===== src/source/board_pkg.sv =====
// ===============================================
// board_pkg: shared bus structs, register map and
// default widths for the board-level peripheral SoC
// ===============================================

package board_pkg;

  // request from the external bus master
  typedef struct packed {
    logic        valid;
    logic        write;
    logic [7:0]  addr;
    logic [31:0] wdata;
  } reg_req_t;

  // response, one cycle after the request
  typedef struct packed {
    logic        valid;
    logic        error;
    logic [31:0] rdata;
  } reg_rsp_t;

  // decoded request to one slave
  typedef struct packed {
    logic        sel;
    logic        write;
    logic [3:0]  offset;
    logic [31:0] wdata;
  } slv_req_t;

  localparam logic [7:0] GPIO_OUT_ADDR     = 8'h00;
  localparam logic [7:0] GPIO_DIR_ADDR     = 8'h04;
  localparam logic [7:0] GPIO_IN_ADDR      = 8'h08;
  localparam logic [7:0] GPIO_INTR_ADDR    = 8'h0C;
  localparam logic [7:0] GPIO_INTR_EN_ADDR = 8'h10;
  localparam logic [7:0] EXIT_ADDR         = 8'h20;
  localparam logic [7:0] SCRATCH_ADDR      = 8'h24;

  localparam int GPIO_WIDTH_DEF = 20;
  localparam int LED_COUNT_DEF  = 27;

  // 32-byte windows, selected by the top three address bits
  function automatic logic [2:0] win_idx(logic [7:0] addr);
    return addr[7:5];
  endfunction

  // word index inside a window
  function automatic logic [3:0] word_idx(logic [7:0] addr);
    return {1'b0, addr[4:2]};
  endfunction

endpackage


===== src/source/board_status.sv =====
// ===============================================
// board_status: reset synchronizer, reset LED and
// heartbeat counter for the clock LED
// ===============================================
`timescale 1ns/100ps

module board_status #(
  parameter int CLK_LED_COUNT_LENGTH = board_pkg::LED_COUNT_DEF
) (
  input  logic clk_gen,
  input  logic rst_n,
  output logic rst_sync_n_o,
  output logic rst_led_o,
  output logic clk_led_o
);

  logic                            rst_meta_q;
  logic                            rst_sync_q;
  logic [CLK_LED_COUNT_LENGTH-1:0] clk_count_q;

  // assert async, release after two edges
  always_ff @(posedge clk_gen or negedge rst_n) begin
    if (!rst_n) begin
      rst_meta_q <= 1'b0;
      rst_sync_q <= 1'b0;
    end else begin
      rst_meta_q <= 1'b1;
      rst_sync_q <= rst_meta_q;
    end
  end

  assign rst_sync_n_o = rst_sync_q;
  assign rst_led_o    = rst_sync_q;

  // free-running heartbeat
  always_ff @(posedge clk_gen or negedge rst_sync_q) begin
    if (!rst_sync_q) begin
      clk_count_q <= '0;
    end else begin
      clk_count_q <= clk_count_q + 1'b1;
    end
  end

  assign clk_led_o = clk_count_q[CLK_LED_COUNT_LENGTH-1];

  clk_led_known_a : assert property (
    @(posedge clk_gen) disable iff (!rst_sync_q)
    !$isunknown(clk_led_o)
  ) else $error("clk_led_o unknown after reset release");

endmodule


===== src/source/reg_decoder.sv =====
// ===============================================
// reg_decoder: address decode to the slave selects,
// read mux and registered response with error flag
// ===============================================
`timescale 1ns/100ps

module reg_decoder (
  input  logic                clk_gen,
  input  logic                rst_sync_n_i,
  input  board_pkg::reg_req_t reg_req_i,
  output board_pkg::reg_rsp_t reg_rsp_o,
  output board_pkg::slv_req_t gpio_req_o,
  output board_pkg::slv_req_t exit_req_o,
  input  logic [31:0]         gpio_rdata_i,
  input  logic                gpio_hit_i,
  input  logic [31:0]         exit_rdata_i,
  input  logic                exit_hit_i
);

  import board_pkg::*;

  localparam logic [2:0] GPIO_WIN = win_idx(GPIO_OUT_ADDR);
  localparam logic [2:0] EXIT_WIN = win_idx(EXIT_ADDR);

  logic        gpio_win;
  logic        exit_win;
  logic        slv_hit;
  logic [31:0] slv_rdata;
  logic        rsp_valid_q;
  logic        rsp_error_q;
  logic [31:0] rsp_rdata_q;

  assign gpio_win = (win_idx(reg_req_i.addr) == GPIO_WIN);
  assign exit_win = (win_idx(reg_req_i.addr) == EXIT_WIN);

  assign gpio_req_o = '{sel:    reg_req_i.valid & gpio_win,
                        write:  reg_req_i.write,
                        offset: word_idx(reg_req_i.addr),
                        wdata:  reg_req_i.wdata};

  assign exit_req_o = '{sel:    reg_req_i.valid & exit_win,
                        write:  reg_req_i.write,
                        offset: word_idx(reg_req_i.addr),
                        wdata:  reg_req_i.wdata};

  // no window leaves slv_hit low, which flags the error
  always_comb begin
    slv_hit   = 1'b0;
    slv_rdata = '0;
    if (gpio_win) begin
      slv_hit   = gpio_hit_i;
      slv_rdata = gpio_rdata_i;
    end else if (exit_win) begin
      slv_hit   = exit_hit_i;
      slv_rdata = exit_rdata_i;
    end
  end

  always_ff @(posedge clk_gen or negedge rst_sync_n_i) begin
    if (!rst_sync_n_i) begin
      rsp_valid_q <= 1'b0;
      rsp_error_q <= 1'b0;
    end else begin
      rsp_valid_q <= reg_req_i.valid;
      rsp_error_q <= reg_req_i.valid & ~slv_hit;
    end
  end

  // writes and unmapped accesses return zero
  always_ff @(posedge clk_gen) begin
    rsp_rdata_q <= (reg_req_i.valid && !reg_req_i.write && slv_hit) ? slv_rdata : '0;
  end

  assign reg_rsp_o = '{valid: rsp_valid_q, error: rsp_error_q, rdata: rsp_rdata_q};

  // only one request outstanding at a time
  req_spacing_a : assert property (
    @(posedge clk_gen) disable iff (!rst_sync_n_i)
    reg_req_i.valid |=> !reg_req_i.valid
  ) else $error("new request in the cycle of the previous response");

  one_select_a : assert property (
    @(posedge clk_gen) disable iff (!rst_sync_n_i)
    !(gpio_req_o.sel && exit_req_o.sel)
  ) else $error("both slave selects high");

endmodule


===== src/source/gpio_ctrl.sv =====
// ===============================================
// gpio_ctrl: output, direction, synchronized input
// and rising-edge interrupt registers
// ===============================================
`timescale 1ns/100ps

module gpio_ctrl #(
  parameter int GPIO_WIDTH = board_pkg::GPIO_WIDTH_DEF
) (
  input  logic                  clk_gen,
  input  logic                  rst_sync_n_i,
  input  board_pkg::slv_req_t   req_i,
  output logic [31:0]           rdata_o,
  output logic                  hit_o,
  input  logic [GPIO_WIDTH-1:0] gpio_i,
  output logic [GPIO_WIDTH-1:0] gpio_o,
  output logic [GPIO_WIDTH-1:0] gpio_oe_o,
  output logic                  intr_o
);

  import board_pkg::*;

  localparam logic [3:0] OFF_OUT     = word_idx(GPIO_OUT_ADDR);
  localparam logic [3:0] OFF_DIR     = word_idx(GPIO_DIR_ADDR);
  localparam logic [3:0] OFF_IN      = word_idx(GPIO_IN_ADDR);
  localparam logic [3:0] OFF_INTR    = word_idx(GPIO_INTR_ADDR);
  localparam logic [3:0] OFF_INTR_EN = word_idx(GPIO_INTR_EN_ADDR);

  logic [GPIO_WIDTH-1:0] out_q;
  logic [GPIO_WIDTH-1:0] dir_q;
  logic [GPIO_WIDTH-1:0] intr_q;
  logic [GPIO_WIDTH-1:0] intr_en_q;
  logic [GPIO_WIDTH-1:0] in_meta_q;
  logic [GPIO_WIDTH-1:0] in_sync_q;
  logic [GPIO_WIDTH-1:0] in_prev_q;
  logic [GPIO_WIDTH-1:0] rise;
  logic [GPIO_WIDTH-1:0] intr_clr;
  logic                  wr_en;

  assign hit_o = req_i.offset inside {OFF_OUT, OFF_DIR, OFF_IN, OFF_INTR, OFF_INTR_EN};
  assign wr_en = req_i.sel & req_i.write & hit_o;

  // two-flop input sync, third flop for edge detect
  always_ff @(posedge clk_gen or negedge rst_sync_n_i) begin
    if (!rst_sync_n_i) begin
      in_meta_q <= '0;
      in_sync_q <= '0;
      in_prev_q <= '0;
    end else begin
      in_meta_q <= gpio_i;
      in_sync_q <= in_meta_q;
      in_prev_q <= in_sync_q;
    end
  end

  assign rise     = in_sync_q & ~in_prev_q;
  assign intr_clr = (wr_en && req_i.offset == OFF_INTR) ? req_i.wdata[GPIO_WIDTH-1:0] : '0;

  always_ff @(posedge clk_gen or negedge rst_sync_n_i) begin
    if (!rst_sync_n_i) begin
      out_q     <= '0;
      dir_q     <= '0;
      intr_en_q <= '0;
    end else if (wr_en) begin
      case (req_i.offset)
        OFF_OUT:     out_q     <= req_i.wdata[GPIO_WIDTH-1:0];
        OFF_DIR:     dir_q     <= req_i.wdata[GPIO_WIDTH-1:0];
        OFF_INTR_EN: intr_en_q <= req_i.wdata[GPIO_WIDTH-1:0];
        default: ;
      endcase
    end
  end

  // set wins over write-one-to-clear
  always_ff @(posedge clk_gen or negedge rst_sync_n_i) begin
    if (!rst_sync_n_i) begin
      intr_q <= '0;
    end else begin
      intr_q <= (intr_q & ~intr_clr) | rise;
    end
  end

  always_comb begin
    case (req_i.offset)
      OFF_OUT:     rdata_o = 32'(out_q);
      OFF_DIR:     rdata_o = 32'(dir_q);
      OFF_IN:      rdata_o = 32'(in_sync_q);
      OFF_INTR:    rdata_o = 32'(intr_q);
      OFF_INTR_EN: rdata_o = 32'(intr_en_q);
      default:     rdata_o = '0;
    endcase
  end

  assign gpio_o    = out_q;
  assign gpio_oe_o = dir_q;
  assign intr_o    = |(intr_q & intr_en_q);

  intr_needs_edge_a : assert property (
    @(posedge clk_gen) disable iff (!rst_sync_n_i)
    (intr_q & ~$past(intr_q) & ~$past(rise)) == '0
  ) else $error("interrupt status set without a rising edge");

endmodule


===== src/source/exit_ctrl.sv =====
// ===============================================
// exit_ctrl: exit value, sticky exit-valid flag
// and a scratch register
// ===============================================
`timescale 1ns/100ps

module exit_ctrl (
  input  logic                clk_gen,
  input  logic                rst_sync_n_i,
  input  board_pkg::slv_req_t req_i,
  output logic [31:0]         rdata_o,
  output logic                hit_o,
  output logic [31:0]         exit_value_o,
  output logic                exit_valid_o
);

  import board_pkg::*;

  localparam logic [3:0] OFF_EXIT    = word_idx(EXIT_ADDR);
  localparam logic [3:0] OFF_SCRATCH = word_idx(SCRATCH_ADDR);

  logic [31:0] exit_value_q;
  logic        exit_valid_q;
  logic [31:0] scratch_q;
  logic        wr_en;

  assign hit_o = req_i.offset inside {OFF_EXIT, OFF_SCRATCH};
  assign wr_en = req_i.sel & req_i.write & hit_o;

  always_ff @(posedge clk_gen or negedge rst_sync_n_i) begin
    if (!rst_sync_n_i) begin
      exit_value_q <= '0;
      exit_valid_q <= 1'b0;
      scratch_q    <= '0;
    end else if (wr_en) begin
      if (req_i.offset == OFF_EXIT) begin
        exit_value_q <= req_i.wdata;
        exit_valid_q <= 1'b1;
      end else begin
        scratch_q <= req_i.wdata;
      end
    end
  end

  assign rdata_o      = (req_i.offset == OFF_EXIT) ? exit_value_q :
                        (req_i.offset == OFF_SCRATCH) ? scratch_q : '0;
  assign exit_value_o = exit_value_q;
  assign exit_valid_o = exit_valid_q;

  exit_valid_sticky_a : assert property (
    @(posedge clk_gen) disable iff (!rst_sync_n_i)
    !$fell(exit_valid_q)
  ) else $error("exit_valid dropped without reset");

endmodule


===== src/source/mini_soc.sv =====
// ===============================================
// mini_soc: register decoder with the GPIO and
// exit controllers behind it
// ===============================================
`timescale 1ns/100ps

module mini_soc #(
  parameter int GPIO_WIDTH = board_pkg::GPIO_WIDTH_DEF
) (
  input  logic                  clk_gen,
  input  logic                  rst_sync_n_i,
  input  board_pkg::reg_req_t   reg_req_i,
  output board_pkg::reg_rsp_t   reg_rsp_o,
  input  logic [GPIO_WIDTH-1:0] gpio_i,
  output logic [GPIO_WIDTH-1:0] gpio_o,
  output logic [GPIO_WIDTH-1:0] gpio_oe_o,
  output logic                  intr_o,
  output logic [31:0]           exit_value_o,
  output logic                  exit_valid_o
);

  import board_pkg::*;

  slv_req_t    gpio_req;
  slv_req_t    exit_req;
  logic [31:0] gpio_rdata;
  logic        gpio_hit;
  logic [31:0] exit_rdata;
  logic        exit_hit;

  reg_decoder reg_decoder_i (
    .clk_gen      (clk_gen),
    .rst_sync_n_i (rst_sync_n_i),
    .reg_req_i    (reg_req_i),
    .reg_rsp_o    (reg_rsp_o),
    .gpio_req_o   (gpio_req),
    .exit_req_o   (exit_req),
    .gpio_rdata_i (gpio_rdata),
    .gpio_hit_i   (gpio_hit),
    .exit_rdata_i (exit_rdata),
    .exit_hit_i   (exit_hit)
  );

  gpio_ctrl #(
    .GPIO_WIDTH (GPIO_WIDTH)
  ) gpio_ctrl_i (
    .clk_gen      (clk_gen),
    .rst_sync_n_i (rst_sync_n_i),
    .req_i        (gpio_req),
    .rdata_o      (gpio_rdata),
    .hit_o        (gpio_hit),
    .gpio_i       (gpio_i),
    .gpio_o       (gpio_o),
    .gpio_oe_o    (gpio_oe_o),
    .intr_o       (intr_o)
  );

  exit_ctrl exit_ctrl_i (
    .clk_gen      (clk_gen),
    .rst_sync_n_i (rst_sync_n_i),
    .req_i        (exit_req),
    .rdata_o      (exit_rdata),
    .hit_o        (exit_hit),
    .exit_value_o (exit_value_o),
    .exit_valid_o (exit_valid_o)
  );

endmodule


===== src/source/board_wrapper.sv =====
// ===============================================
// board_wrapper: top level with board reset, LEDs
// and the register-mapped peripheral subsystem
// ===============================================
`timescale 1ns/100ps

module board_wrapper #(
  parameter int GPIO_WIDTH           = board_pkg::GPIO_WIDTH_DEF,
  parameter int CLK_LED_COUNT_LENGTH = board_pkg::LED_COUNT_DEF
) (
  input  logic                  clk_gen,
  input  logic                  rst_n,
  input  board_pkg::reg_req_t   reg_req_i,
  output board_pkg::reg_rsp_t   reg_rsp_o,
  input  logic [GPIO_WIDTH-1:0] gpio_i,
  output logic [GPIO_WIDTH-1:0] gpio_o,
  output logic [GPIO_WIDTH-1:0] gpio_oe_o,
  output logic                  intr_o,
  output logic [31:0]           exit_value_o,
  output logic                  exit_valid_o,
  output logic                  rst_led_o,
  output logic                  clk_led_o
);

  // synchronized reset for all core logic
  logic rst_sync_n;

  board_status #(
    .CLK_LED_COUNT_LENGTH (CLK_LED_COUNT_LENGTH)
  ) board_status_i (
    .clk_gen      (clk_gen),
    .rst_n        (rst_n),
    .rst_sync_n_o (rst_sync_n),
    .rst_led_o    (rst_led_o),
    .clk_led_o    (clk_led_o)
  );

  mini_soc #(
    .GPIO_WIDTH (GPIO_WIDTH)
  ) mini_soc_i (
    .clk_gen      (clk_gen),
    .rst_sync_n_i (rst_sync_n),
    .reg_req_i    (reg_req_i),
    .reg_rsp_o    (reg_rsp_o),
    .gpio_i       (gpio_i),
    .gpio_o       (gpio_o),
    .gpio_oe_o    (gpio_oe_o),
    .intr_o       (intr_o),
    .exit_value_o (exit_value_o),
    .exit_valid_o (exit_valid_o)
  );

endmodule


===== config.mk =====
export PLATFORM = sky130hd
export DESIGN_NAME = board_wrapper
export DESIGN_NICKNAME = d
export VERILOG_FILES = /design/src/source/board_pkg.sv /design/src/source/board_status.sv /design/src/source/reg_decoder.sv /design/src/source/gpio_ctrl.sv /design/src/source/exit_ctrl.sv /design/src/source/mini_soc.sv /design/src/source/board_wrapper.sv
export SDC_FILE = /design/constraint.sdc
export NUM_CORES = 1
export LEC_CHECK = 0
export BUFFER_PORTS_ARGS = -buffer_cell sky130_fd_sc_hd__buf_2
export CORE_ASPECT_RATIO = 1.75
export CORE_MARGIN = 2
export CORE_UTILIZATION = 56
export DETAILED_ROUTE_END_ITERATION = 16
export GPL_TIMING_DRIVEN = 0
export PLACE_DENSITY = 0.79
export SETUP_SLACK_MARGIN = 0.3
export SLEW_MARGIN = 20
export SYNTH_ARGS = -nofsm -noshare
export SYNTH_HDL_FRONTEND = slang
export SYNTH_HIERARCHICAL = 1
export SYNTH_SLANG_ARGS = --single-unit

===== constraint.sdc =====
create_clock -name clk_gen -period 6.04 [get_ports clk_gen]
set_input_delay 1.208 -clock clk_gen [delete_from_list [all_inputs] [get_ports clk_gen]]
set_output_delay 1.208 -clock clk_gen [all_outputs]
set_load 0.03 [all_outputs]

==> results_dict.tcl <==
set metrics [dict create \
    die_w_um 112 \
    post_drt_wl_per_cell_um 20.7 \
    p_comb_share_pct 8.4 \
    drt_iter0_markers 583 \
    antenna_found_initial 0 \
    vias 7565 \
    synth_area_mm2 0.0114 \
    grt_pass1_vias 7757 \
    die_h_um 193 \
    drive_above_1_share_pct 41.9 \
    grt_max_degree 104 \
    setup_viol 0 \
    rsz0062_at_grt "false" \
    numPortBuffers 135 \
    cts_post_setup_buffers_inserted 0 \
    peakVddDrop_mv 0.270 \
    max_freq_mhz 291 \
    first_pass_iters 7 \
    syn_inst 873 \
    grt_overflow 0 \
    ctsHtreeMaxLevel 1 \
    final_cell_mix "235 x dfrtp_1, 153 x buf_2, 118 x mux2_2, 81 x buf_4, 65 x mux2i_1" \
    arrival_ns 2.23 \
    syn_avg_cell_area_um2 13.0 \
    period_share_pct 56.9 \
    finalWeightedCongestion 0.851 \
    hp-class "reg -> async" \
    max_cap_viol_count 0 \
    post_cts_resize_count 0 \
    pwr-share-seq_pct 50.8 \
    worstSetupStartpointType "flop" \
    num_io_pins 174 \
    hpwl_um 19900 \
    slowest_delay_ns 0.41 \
    path_clk_slew_ns 0.06 \
    slew_violations 0 \
    ant_nets 0 \
    instances_no_fill 1316 \
    power.switching_fraction_pct 24.4 \
    status "complete, no violations" \
    worstSetupPathType "reg -> out" \
    finalClockSkew_ns 0.0112 \
    num_antenna_cells 0 \
    place_inst 1270 \
    drcViolationCount 0 \
    power_density_mw_per_mm2 282 \
    internal_power_uw 2830 \
    cts_buffers 25 \
    cts_tree "done" \
    track_usage_pct 25.0 \
    final_common_cell "dfrtp_1" \
    cp_max_fo 3 \
    clk_path_buf_depth 3 \
    cp_slowest_cell "dfrtp_1" \
    worstSetupEndpointType "output port" \
    switchingPower_uw 913 \
    hold_viol 0 \
    clk_latency_ns 0.52 \
    routed_wl_um 27300 \
    core-area_mm2 0.0201 \
    worst_ep_required_time_ns 4.83 \
    clk_root_buffer_cell "clkbuf_16" \
    power_frac_clock_pct 40.8 \
    slew_headroom_pct 47.3 \
    rows 69 \
    fillers 1500 \
    worst_slew_pin_slew_ns 0.791 \
    die_area_mm2 0.0215 \
    nets 1114 \
    cp_cell_sequence "a22o_1 -> a221oi_1 -> and3_1 -> nand4_1 -> buf_2" \
    tns_ns 0 \
    cts_hold_buf 0 \
    cts_sinks 268 \
    period_needed_ns 3.44 \
    grt_pass1_wl_um 42100 \
    ys.warnings.count 6 \
    leakagePower_uw 0.00668 \
    vias_per_cell 5.75 \
    syn_to_final_growth_pct 16.7 \
    reg2reg_depth 3 \
    start_util_pct 56.6 \
]
layout make-up:
cell class	count	area, um^2	share of cell area [%]
multi-input cells	474	3970	29.9
clock inverters	15	129	0.970
inverters	23	86.3	0.650
flip-flops and latches	268	6550	49.3
plain buffers	120	833	6.27
clock buffers	31	678	5.10
repair buffers	137	731	5.50
well taps	248	310	2.34
registers in the layout (all words and copies together) (netlist names):
signal and count:
mini_soc_i/gpio_ctrl_i/intr_q 20, mini_soc_i/gpio_ctrl_i/in_meta_q 20, mini_soc_i/reg_decoder_i/rsp_rdata_q 32, board_status_i/rst_led_o 1, mini_soc_i/gpio_ctrl_i/gpio_oe_o 20, mini_soc_i/exit_ctrl_i/exit_valid_o 1, mini_soc_i/exit_ctrl_i/exit_value_o 32, mini_soc_i/gpio_ctrl_i/in_prev_q 20
mini_soc_i/gpio_ctrl_i/gpio_o 20, mini_soc_i/gpio_ctrl_i/in_sync_q 20, mini_soc_i/exit_ctrl_i/scratch_q 32, mini_soc_i/reg_decoder_i/rsp_valid_q 1, mini_soc_i/gpio_ctrl_i/intr_en_q 20, board_status_i/clk_count_q 27, mini_soc_i/reg_decoder_i/rsp_error_q 1, board_status_i/rst_meta_q 1
per-stage QoR:
stage          setup WS, ns  utilization (%)  total power, uW  instance area [um^2]  hold slack (ns)
2_1_floorplan          3.02                -             2150                 11400            0.331
3_5_place_dp           2.58             62.0             2250                 12500            0.312
5_1_grt                2.60             66.1             3870                 13300            0.354
3_3_place_gp           2.25             61.7             2240                 12400            0.332
4_1_cts                2.62             66.1             3770                 13300            0.317
6_report               2.60             66.1             3750                 13300            0.293
final timing paths:
check                                                               start                                        endpoint  slack (ns)
max                           mini_soc_i/gpio_ctrl_i/intr_q[14]$_DFF_PN0_                                          intr_o        2.60
min                                    board_status_i/rst_led_o$_DFF_PN0_        board_status_i/clk_count_q[14]$_DFF_PN0_        0.29
max reg2reg                            board_status_i/rst_led_o$_DFF_PN0_   mini_soc_i/gpio_ctrl_i/in_sync_q[9]$_DFF_PN0_        4.08
min reg2reg                            board_status_i/rst_led_o$_DFF_PN0_        board_status_i/clk_count_q[14]$_DFF_PN0_        0.29
max in group asynchronous              board_status_i/rst_led_o$_DFF_PN0_   mini_soc_i/gpio_ctrl_i/in_sync_q[9]$_DFF_PN0_        4.08
min in group clk_gen       mini_soc_i/gpio_ctrl_i/in_meta_q[16]$_DFF_PN0_  mini_soc_i/gpio_ctrl_i/in_sync_q[16]$_DFF_PN0_        0.35
power by group through the flow:
| stage | logic [uW] | registers [uW] | clock network, uW |
|---|---|---|---|
| 2_1_floorplan | 177 | 1970 | 0 |
| 3_3_place_gp | 304 | 1930 | 0 |
| 3_5_place_dp | 315 | 1940 | 0 |
| 4_1_cts | 316 | 1900 | 1560 |
| 5_1_grt | 338 | 1910 | 1630 |
| 6_report | 315 | 1900 | 1530 |
worst max-delay path: cells and delay by family, from the launching register on:
kind	cells	cell delay [ns]
AO/OA/AOI/OAI	2	0.64
buffers and inverters	1	0.25
flip-flops	1	0.41
AND/OR/NAND/NOR	2	0.41
layer usage:
| metal | global-route usage, % | wire [um] |
|---|---|---|
| met4 | 13.9 | 1670 |
| met5 | 0 | 0 |
| met2 | 44.6 | 14300 |
| met1 | 28.6 | 9640 |
| met3 | 4.15 | 1680 |
(Power assumes the default switching activity.)
